## config.mk

```make
export PLATFORM = sky130hd
export DESIGN_NAME = alu
export DESIGN_NICKNAME = d
export VERILOG_FILES = /design/src/hdl/alu_pkg.sv /design/src/hdl/alu_multiplier.sv /design/src/hdl/alu_shifter.sv /design/src/hdl/alu.sv
export SDC_FILE = /design/constraint.sdc
export NUM_CORES = 1
export LEC_CHECK = 0
export BUFFER_PORTS_ARGS = -buffer_cell sky130_fd_sc_hd__buf_2
export CAP_MARGIN = 20
export CORE_MARGIN = 2
export CORE_UTILIZATION = 60
export CTS_CLUSTER_DIAMETER = 80
export DETAILED_ROUTE_END_ITERATION = 16
export GPL_TIMING_DRIVEN = 0
export PLACE_DENSITY = 0.81
export SETUP_SLACK_MARGIN = 0.3
export SLEW_MARGIN = 30
export SYNTH_ARGS = -nofsm -noshare
export SYNTH_HDL_FRONTEND = slang
export SYNTH_SLANG_ARGS = --single-unit
```

## constraint.sdc

```tcl
create_clock -name clk -period 13.93 [get_ports clk]
set_input_delay 1.393 -clock clk [delete_from_list [all_inputs] [get_ports clk]]
set_output_delay 1.393 -clock clk [all_outputs]
set_load 0.02 [all_outputs]
```

## src/hdl/alu_pkg.sv

```systemverilog
package alu_pkg;

    // Default operand and result width
    localparam int DATA_WIDTH = 8;

    // Width of the operation select
    localparam int OP_WIDTH = 3;

    // One operand or result word
    typedef logic [DATA_WIDTH-1:0] data_t;

    // Operation codes
    typedef enum logic [OP_WIDTH-1:0] {
        op_mov = 3'd0,
        op_add = 3'd1,
        op_and = 3'd2,
        op_or  = 3'd3,
        op_mul = 3'd4,
        op_shl = 3'd5,
        op_sha = 3'd6,
        op_rot = 3'd7
    } alu_op_t;

    // Fill rule for the barrel shifter
    typedef enum logic [1:0] {
        shift_logical = 2'd0,
        shift_arith   = 2'd1,
        shift_rotate  = 2'd2
    } shift_kind_t;

endpackage

```

## src/hdl/alu_multiplier.sv

```systemverilog
module alu_multiplier #(
    parameter int WIDTH = 8
) (
    input  logic [WIDTH-1:0] a,
    input  logic [WIDTH-1:0] b,
    output logic [WIDTH-1:0] product
);

    // Row i holds the running sum from product bit i upward.
    // Only WIDTH - i bits of it can reach the low half of the product,
    // so each row is one bit shorter than the one before.
    for (genvar i = 0; i < WIDTH; i++) begin : g_row
        localparam int LEN = WIDTH - i;

        logic [LEN-1:0] pp;
        logic [LEN-1:0] sum;

        // Partial products of b[i], already aligned to bit i
        assign pp = a[LEN-1:0] & {LEN{b[i]}};

        if (i == 0) begin : g_first
            assign sum = pp;
        end else begin : g_add
            logic [LEN-1:0] prev;
            logic [LEN-1:0] carry;

            // Bit 0 of the row above already left as a product bit
            assign prev     = g_row[i-1].sum[LEN:1];
            assign carry[0] = 1'b0;

            // Ripple chain of full adders
            for (genvar j = 0; j < LEN; j++) begin : g_fa
                assign sum[j] = prev[j] ^ pp[j] ^ carry[j];

                // Carry out of the top bit would land past the low half
                if (j < LEN - 1) begin : g_carry
                    assign carry[j+1] = (prev[j] & pp[j]) | (carry[j] & (prev[j] ^ pp[j]));
                end
            end
        end

        // Lowest bit of each row is final
        assign product[i] = sum[0];
    end

endmodule

```

## src/hdl/alu_shifter.sv

```systemverilog
module alu_shifter
    import alu_pkg::*;
#(
    parameter int WIDTH = 8
) (
    input  logic [WIDTH-1:0] data,
    input  logic [WIDTH-1:0] amount,
    input  shift_kind_t      kind,
    output logic [WIDTH-1:0] shifted
);

    localparam int STAGES = $clog2(WIDTH);

    logic              go_right;
    logic [WIDTH-1:0]  magnitude;
    logic [STAGES-1:0] step;
    logic              out_of_range;
    logic              is_arith;
    logic              is_rotate;
    logic [WIDTH-1:0]  stage [0:STAGES];

    assign is_arith  = (kind == shift_arith);
    assign is_rotate = (kind == shift_rotate);

    // Sign of amount picks the direction, magnitude the distance
    assign go_right  = amount[WIDTH-1];
    assign magnitude = go_right ? -amount : amount;

    assign out_of_range = (magnitude >= WIDTH);

    // Rotate wraps the distance, the other kinds are overridden when too far
    always_comb begin
        if (is_rotate) begin
            step = STAGES'(magnitude % WIDTH);
        end else begin
            step = magnitude[STAGES-1:0];
        end
    end

    assign stage[0] = data;

    // Stage k moves the word by 2**k when step[k] is set
    for (genvar k = 0; k < STAGES; k++) begin : g_stage
        localparam int S = 1 << k;

        logic [WIDTH-1:0] cur;
        logic [WIDTH-1:0] next;

        assign cur = stage[k];

        for (genvar j = 0; j < WIDTH; j++) begin : g_bit
            logic to_left;
            logic to_right;

            // Left move, bit j takes bit j - S
            if (j >= S) begin : g_left_in
                // Arithmetic left keeps the sign bit where it is
                assign to_left = (is_arith && (j == WIDTH - 1)) ? cur[j] : cur[j-S];
            end else begin : g_left_fill
                assign to_left = is_rotate ? cur[j-S+WIDTH] : 1'b0;
            end

            // Right move, bit j takes bit j + S
            if (j + S < WIDTH) begin : g_right_in
                assign to_right = cur[j+S];
            end else begin : g_right_fill
                always_comb begin
                    if (is_rotate) begin
                        to_right = cur[j+S-WIDTH];
                    end else if (is_arith) begin
                        to_right = cur[WIDTH-1];
                    end else begin
                        to_right = 1'b0;
                    end
                end
            end

            // Two-way mux per bit, then the bypass when this stage is idle
            assign next[j] = step[k] ? (go_right ? to_right : to_left) : cur[j];
        end

        assign stage[k+1] = next;
    end

    // Distances of WIDTH or more
    always_comb begin
        shifted = stage[STAGES];
        if (out_of_range && !is_rotate) begin
            if (is_arith) begin
                if (go_right) begin
                    shifted = {WIDTH{data[WIDTH-1]}};
                end else begin
                    shifted = {data[WIDTH-1], {(WIDTH - 1){1'b0}}};
                end
            end else begin
                shifted = '0;
            end
        end
    end

endmodule

```

## src/hdl/alu.sv

```systemverilog
module alu
    import alu_pkg::*;
#(
    parameter int WIDTH = DATA_WIDTH
) (
    input  logic    clk,
    input  logic    reset,
    input  alu_op_t op,
    input  data_t   a,
    input  data_t   b,
    output data_t   result,
    output logic    zero
);

    logic [WIDTH-1:0] mov_result;
    logic [WIDTH-1:0] add_result;
    logic [WIDTH-1:0] and_result;
    logic [WIDTH-1:0] or_result;
    logic [WIDTH-1:0] mul_result;
    logic [WIDTH-1:0] shift_result;
    logic [WIDTH-1:0] next_result;
    shift_kind_t      shift_kind;

    // Single-operator functions
    assign mov_result = b;
    // Plain wrapping sum, subtraction comes from a negated b
    assign add_result = a + b;
    assign and_result = a & b;
    assign or_result  = a | b;

    alu_multiplier #(
        .WIDTH(WIDTH)
    ) u_multiplier (
        .a      (a),
        .b      (b),
        .product(mul_result)
    );

    // Operation code to shifter fill rule
    always_comb begin
        case (op)
            op_sha:  shift_kind = shift_arith;
            op_rot:  shift_kind = shift_rotate;
            default: shift_kind = shift_logical;
        endcase
    end

    // b is the signed shift amount, a is the word being shifted
    alu_shifter #(
        .WIDTH(WIDTH)
    ) u_shifter (
        .data   (a),
        .amount (b),
        .kind   (shift_kind),
        .shifted(shift_result)
    );

    // Result select
    always_comb begin
        next_result = mov_result;
        case (op)
            op_mov: next_result = mov_result;
            op_add: next_result = add_result;
            op_and: next_result = and_result;
            op_or:  next_result = or_result;
            op_mul: next_result = mul_result;
            op_shl: next_result = shift_result;
            op_sha: next_result = shift_result;
            op_rot: next_result = shift_result;
            default: next_result = mov_result;
        endcase
    end

    // Output stage, one cycle after sampling
    always_ff @(posedge clk) begin
        if (reset) begin
            result <= '0;
            zero   <= 1'b0;
        end else begin
            result <= next_result;
            // Flag tracks the sum for every operation, as a branch compare
            zero   <= (add_result == '0);
        end
    end

endmodule

```

==> impl_metrics.py, run 1 <==
metrics = {
    "cells_and_area": {
        "fin_util_pct": 68.4,
        "final_nets": 465,
        "layout-drive-gt1-share_pct": 12.7,
        "antenna_cells": 0,
        "final_cell_area_um2": 3020,
        "layout-area-overhead-vs-synth_pct": 9.03,
    },
    "synth": {
        "yosysTopAreaCellShare_pct": 11.6,
        "synthDistinctLibCells": 71,
        "synth-seq-cells": 9,
        "ys.flop_type": "dfxtp_1",
        "seq_area_frac_synth_pct": 6.50,
        "synth_area_um2": 2770,
        "async_flop_share_pct": 0,
        "synth_area_per_cell_um2": 7.47,
        "synth_area_leaders": "fa_1 12%, ha_1 11%, dfxtp_1 6.5%",
        "synth_top_area_cell": "fa_1",
        "syn_inst": 371,
        "synth_nets": 432,
        "synth_edf_count": 0,
        "yosys_warnings": 0,
    },
    "detailed_routing": {
        "met2_length_um": 4140,
        "drt-initial-drc-count": 457,
        "wl_per_cell_um": 19.7,
        "vias": 3062,
        "drt_pass1_iterations": 5,
        "drc": 0,
        "wl_um": 8980,
        "viasPerCell": 6.73,
        "wl_met3_um": 887,
        "maxUsedRoutingLayer": "met4",
        "routedLengthMet1_um": 3640,
        "ant_nets": 0,
    },
    "grt": {
        "antenna_found_initial": 0,
        "grt_pass1_vias": 2846,
        "grt_max_degree": 11,
        "grtUsageTotal_pct": 36.6,
        "overflow": 0,
        "grt_pass1_wl_um": 14600,
    },
    "power": {
        "p_per_area_nw_per_um2": 75.2,
        "switching_share_pct": 46.9,
        "p_switching_mw": 0.106,
        "intPower_mw": 0.121,
        "seqPwrFrac_pct": 13.0,
        "combPwrFrac_pct": 73.1,
        "leakage_nw": 1.34,
        "ir_drop_mv": 0.0590,
        "clock_power_share_pct": 13.8,
        "total_power_mw": 0.227,
    },
    "sta": {
        "rsz0062_at_grt": "no",
        "relSlewSlack_pct": 65.2,
        "period_share_pct": 56.0,
        "tightest_slew_ns": 0.523,
        "fin_crit_ns": 7.80,
        "fin_setup_tns_ns": 0,
        "slew_violations": 0,
        "max_clock_freq_mhz": 128,
        "hold_viol_final": 0,
        "setup_viol": 0,
    },
    "status": {
        "status": "finished clean",
    },
    "floorplanning": {
        "start_util_pct": 62.8,
        "die_h_um": 71.9,
        "rows": 24,
        "dieArea_um2": 5180,
        "die_w_um": 71.9,
        "pin_count": 30,
        "core_region_area_um2": 4410,
    },
    "worst_setup_path": {
        "cp-start-kind": "input pin",
        "worstSetupEndpointType": "flop",
        "path_max_fanout": 10,
        "cp_top_family": "adder cells",
        "critPathKind": "input pin to flop",
        "worstPathRequired_ns": 14.08,
        "crit_chain": "buf_2, buf_2, buf_2, inv_1, nor2_1, ha_1, fa_1, fa_1, fa_1, fa_1, inv_1, fa_1, fa_1, fa_1, inv_1, fa_1, fa_1, ha_1, xnor2_1, xnor2_1, xnor2_1, xnor3_1, nand3_1, a311oi_1",
        "worstPathArrival_ns": 7.94,
        "max_stage_delay_ns": 0.55,
        "cpMostUsedCell": "fa_1",
        "path_buf_inv": 6,
        "slowest_stage": "fa_1",
    },
    "clocking": {
        "hold_buffers": 0,
        "numCtsBuffers": 3,
        "cts.sink_count": 9,
        "cts.clk_slew.worst_paths_ns": 0.05,
        "cts_resized": 0,
        "htreeDepth": 1,
        "cts_setup_buffers": 0,
        "clockBufferDepth": 2,
        "cts_root_buf": "clkbuf_8",
        "tritoncts": "done",
    },
    "placement": {
        "io_buffer_count": 28,
        "gp_congestion": 0.980,
        "dp_hpwl_um": 6990,
        "placed_cell_area_um2": 2980,
    },
    "hold_path": {
        "min_to": "result[4]$_SDFF_PP0_",
        "min_from": "reset",
        "hold_depth": 2,
        "hp-class": "input pin to flop",
    },
    "job": {
        "drv_cap": 0,
    },
}
-- flip-flops by register name, summed over array words and instances (netlist names) --
register / flops
zero: 1
result: 8
-- worst max-delay path by stage --
stage | cells past startpoint | to | start | slack (ns)
5_1_grt | 24 | result[7]$_SDFF_PP0_ | b[0] | 5.89
3_5_place_dp | 24 | result[7]$_SDFF_PP0_ | b[0] | 5.87
2_1_floorplan | 23 | result[7]$_SDFF_PP0_ | b[0] | 6.43
3_3_place_gp | 24 | result[7]$_SDFF_PP0_ | b[0] | 5.94
4_1_cts | 24 | result[7]$_SDFF_PP0_ | b[0] | 6.12
6_report | 24 | result[7]$_SDFF_PP0_ | b[0] | 6.13
-- power groups by stage --
stage | Sequential, mW | Clock [mW] | Combinational (mW)
detailed placement | 0.0300 | 0 | 0.162
CTS | 0.0295 | 0.0315 | 0.163
global placement | 0.0298 | 0 | 0.159
finish | 0.0295 | 0.0314 | 0.166
global route | 0.0298 | 0.0333 | 0.179
floorplan | 0.0341 | 0 | 0.114
-- layer usage --
metal  track usage, %  vias to the layer above
met4             13.6                        0
met2             58.3                      211
met5                0                        -
li1                 -                     1399
met1             51.1                     1422
met3             4.58                       30
-- cell usage in the layout (no fill, tap or decap), types with 3 or more instances in the layout --
cell / netlist / routed
a211oi_1: 12 / 12
a21boi_0: 7 / 7
a21oi_1: 21 / 21
a311oi_1: 3 / 3
and3_1: 3 / 3
buf_2: 6 / 34
clkbuf_1: 12 / 13
clkbuf_8: 0 / 3
dfxtp_1: 9 / 9
fa_1: 16 / 16
ha_1: 24 / 24
inv_1: 30 / 30
mux2i_1: 13 / 13
nand2_1: 36 / 36
nand2b_1: 8 / 8
nand3_1: 6 / 6
nor2_1: 42 / 42
nor2b_1: 4 / 4
nor3_1: 4 / 4
o211ai_1: 5 / 5
o21a_1: 3 / 3
o21ai_0: 21 / 21
o21bai_1: 3 / 3
o221ai_1: 3 / 3
o22ai_1: 4 / 4
xnor2_1: 15 / 15
-- cell families after synthesis --
family	Yosys count	synth area share, %
AO/OA/AOI/OAI	117	31.0
flip-flops	9	6.50
XOR/XNOR	18	6.19
adder cells (fa/ha/maj)	40	22.4
AND/OR/NAND/NOR	115	18.8
multiplexers	16	6.73
buffers and inverters	56	8.40
-- per-stage QoR --
stage | setup WS [ns] | std cells | hold WS, ns
after floorplan | 6.43 | 371 | 1.47
after global placement | 5.94 | 451 | 1.67
after CTS | 6.12 | 455 | 1.42
after detailed placement | 5.87 | 451 | 1.67
after global routing | 5.89 | 455 | 1.43
final | 6.13 | 455 | 1.43
-- cells in the mapped netlist, types with 3 or more instances --
| cell | count |
|---|---|
| fa_1 | 16 |
| nor3_1 | 4 |
| xnor2_1 | 15 |
| nand2_1 | 36 |
| inv_1 | 30 |
| ha_1 | 24 |
| nand2b_1 | 8 |
| nor2b_1 | 4 |
| o221ai_1 | 3 |
| o211ai_1 | 5 |
| a311oi_1 | 3 |
| o21ai_0 | 21 |
| nand3_1 | 6 |
| dfxtp_1 | 9 |
| buf_2 | 6 |
| a211oi_1 | 12 |
| a21oi_1 | 21 |
| o22ai_1 | 4 |
| nor2_1 | 42 |
| a21boi_0 | 7 |
| clkbuf_1 | 12 |
| and3_1 | 3 |
| o21bai_1 | 3 |
| o21a_1 | 3 |
| mux2i_1 | 13 |
-- final cells by class --
class	count	area [µm²]
multi-input combinational	306	2360
fill	388	1390
sequential	9	180
timing repair buffer	28	140
inverter	33	124
buffer	23	109
tap	52	65.1
clock buffer	4	45.0
No activity file was read; power rests on OpenSTA's default activity.
==> run 2: changes to the inputs <==
CORE_UTILIZATION = 55   (was 60)
PLACE_DENSITY = 0.78   (was 0.81)
clock period = 7.1 ns   (was 13.93 ns; I/O delays follow)
==> run 2 against run 1 <==
- worst hold slack got worse by 0.69 ns
- sequential power increased by 96%
- final area increased by 2.2%
- highest routed layer unchanged
==> impl_metrics.py, run 2 (synthesis gave the netlist of run 1 again) <==
metrics = {
    "grt": {
        "grt_pass1_vias": 2829,
        "grt_pass1_wl_um": 14000,
        "grt_max_degree": 11,
        "antenna_found_initial": 0,
        "overflow": 0,
        "grtUsageTotal_pct": 33.2,
    },
    "detailed_routing": {
        "met2_length_um": 4070,
        "wl_um": 8700,
        "drt_pass1_iterations": 5,
        "routedLengthMet1_um": 3400,
        "wl_met3_um": 912,
        "drt-initial-drc-count": 397,
        "viasPerCell": 6.48,
        "wl_per_cell_um": 18.5,
        "drc": 0,
        "ant_nets": 0,
        "maxUsedRoutingLayer": "met4",
        "vias": 3052,
    },
    "clocking": {
        "hold_buffers": 0,
        "htreeDepth": 1,
        "cts.clk_slew.worst_paths_ns": 0.04,
        "tritoncts": "done",
        "cts.sink_count": 9,
        "cts_root_buf": "clkbuf_8",
        "numCtsBuffers": 3,
        "clockBufferDepth": 2,
    },
    "power": {
        "clock_power_share_pct": 13.3,
        "ir_drop_mv": 0.133,
        "p_switching_mw": 0.208,
        "seqPwrFrac_pct": 13.0,
        "combPwrFrac_pct": 73.7,
        "leakage_nw": 1.33,
        "switching_share_pct": 46.7,
        "p_per_area_nw_per_um2": 145,
        "intPower_mw": 0.238,
    },
    "sta": {
        "setup_viol": 0,
        "max_clock_freq_mhz": 152,
        "fin_crit_ns": 6.59,
        "hold_viol_final": 0,
        "period_share_pct": 92.8,
        "tightest_slew_ns": 0.517,
        "rsz0062_at_grt": "no",
        "slew_violations": 0,
        "relSlewSlack_pct": 65.5,
        "fin_setup_tns_ns": 0,
        "worst_hold_slack_ns": 0.746,
    },
    "cells_and_area": {
        "final_common_cell": "nor2_1",
        "layout-area-overhead-vs-synth_pct": 11.5,
        "num-fill-cells": 450,
        "layout_common_cells": "42 x nor2_1, 36 x nand2_1, 32 x buf_2",
        "fin_util_pct": 64.5,
        "largest_reg_flops": 8,
        "layout-drive-gt1-share_pct": 16.6,
        "antenna_cells": 0,
        "instances_no_fill": 471,
        "regMostFlops": "result",
        "final_cell_area_um2": 3090,
        "final_nets": 466,
        "top_regs": "result: 8 flops, zero: 1 flops",
    },
    "job": {
        "drv_cap": 0,
    },
    "worst_setup_path": {
        "setup.worst_path.start": "a[1]",
        "cp-start-kind": "input pin",
        "worstSetupEndpointType": "flop",
        "cp_top_family": "adder cells",
        "cpMostUsedCell": "fa_2",
        "worstPathArrival_ns": 6.74,
        "critPathKind": "input pin to flop",
        "crit_chain": "buf_2, clkbuf_2, inv_2, nor2_1, ha_1, fa_2, fa_2, fa_2, fa_2, inv_1, fa_2, fa_2, fa_2, inv_2, fa_1, fa_1, ha_2, xnor2_1, xnor2_1, xnor2_1, xnor3_1, nand3_1, a311oi_1",
        "worstPathRequired_ns": 7.25,
        "max_stage_delay_ns": 0.53,
        "path_max_fanout": 10,
        "slowest_stage": "fa_2",
        "path_buf_inv": 5,
        "cp-endpoint": "result[7]$_SDFF_PP0_",
        "cp.depth": 23,
    },
    "placement": {
        "dp.cells": 466,
        "dp_hpwl_um": 6770,
        "placed_cell_area_um2": 2990,
        "io_buffer_count": 28,
        "gp_congestion": 0.988,
    },
    "floorplanning": {
        "pin_count": 30,
        "die_w_um": 75.0,
        "dieArea_um2": 5620,
        "start_util_pct": 57.9,
        "die_h_um": 75.0,
        "core_region_area_um2": 4790,
        "rows": 25,
    },
    "status": {
        "status": "finished clean",
    },
    "hold_path": {
        "hp-class": "input pin to flop",
    },
}
-- run 2: cell types whose count changed in the layout (fill, tap and decap cells not counted), sizes merged --
cell      previous run  this run
clkbuf              16        17
inv                 31        30
clkinvlp             0         1
-- run 2: repair_timing --
item | 4_1_cts | 5_1_grt
endpoints found under the setup margin | 1 | 1
pin swaps | 7 | 11
buffers inserted | 1 | 0
resized for setup | 10 | 9
-- run 2: worst min-delay path by stage --
stage / slack [ns] / endpoint / cells after the start / start
global placement: 0.99 / result[6]$_SDFF_PP0_ / 2 / reset
finish: 0.75 / result[7]$_SDFF_PP0_ / 2 / reset
detailed placement: 0.99 / result[7]$_SDFF_PP0_ / 2 / reset
global route: 0.75 / result[7]$_SDFF_PP0_ / 2 / reset
floorplan: 0.78 / result[7]$_SDFF_PP0_ / 1 / reset
CTS: 0.74 / result[7]$_SDFF_PP0_ / 2 / reset
-- run 2: layer usage --
layer	up-vias	global-route usage [%]
met5	-	0
li1	1398	-
met1	1418	44.8
met4	0	13.1
met2	201	53.0
met3	35	5.35
-- run 2: area by class of cell --
cell class,count,area (µm²),area share (%)
clock buffer,4,45.0,1.46
timing repair buffer,29,148,4.78
multi-input combinational,306,2380,77.1
inverter,33,133,4.29
buffer,23,119,3.85
tap,67,83.8,2.71
sequential,9,180,5.83
-- run 2: power by group through the flow --
stage | logic [mW] | registers [mW] | clock network, mW
after floorplan | 0.224 | 0.0669 | 0
after global placement | 0.312 | 0.0585 | 0
after detailed placement | 0.316 | 0.0588 | 0
after CTS | 0.318 | 0.0579 | 0.0606
after global routing | 0.354 | 0.0584 | 0.0628
final | 0.329 | 0.0579 | 0.0595
-- run 2: per-stage QoR --
stage / total power, mW / worst slack, ns
3_3_place_gp: 0.371 / -0.157
6_report: 0.446 / 0.511
5_1_grt: 0.475 / 0.311
2_1_floorplan: 0.291 / 0.351
3_5_place_dp: 0.374 / -0.195
4_1_cts: 0.436 / 0.301
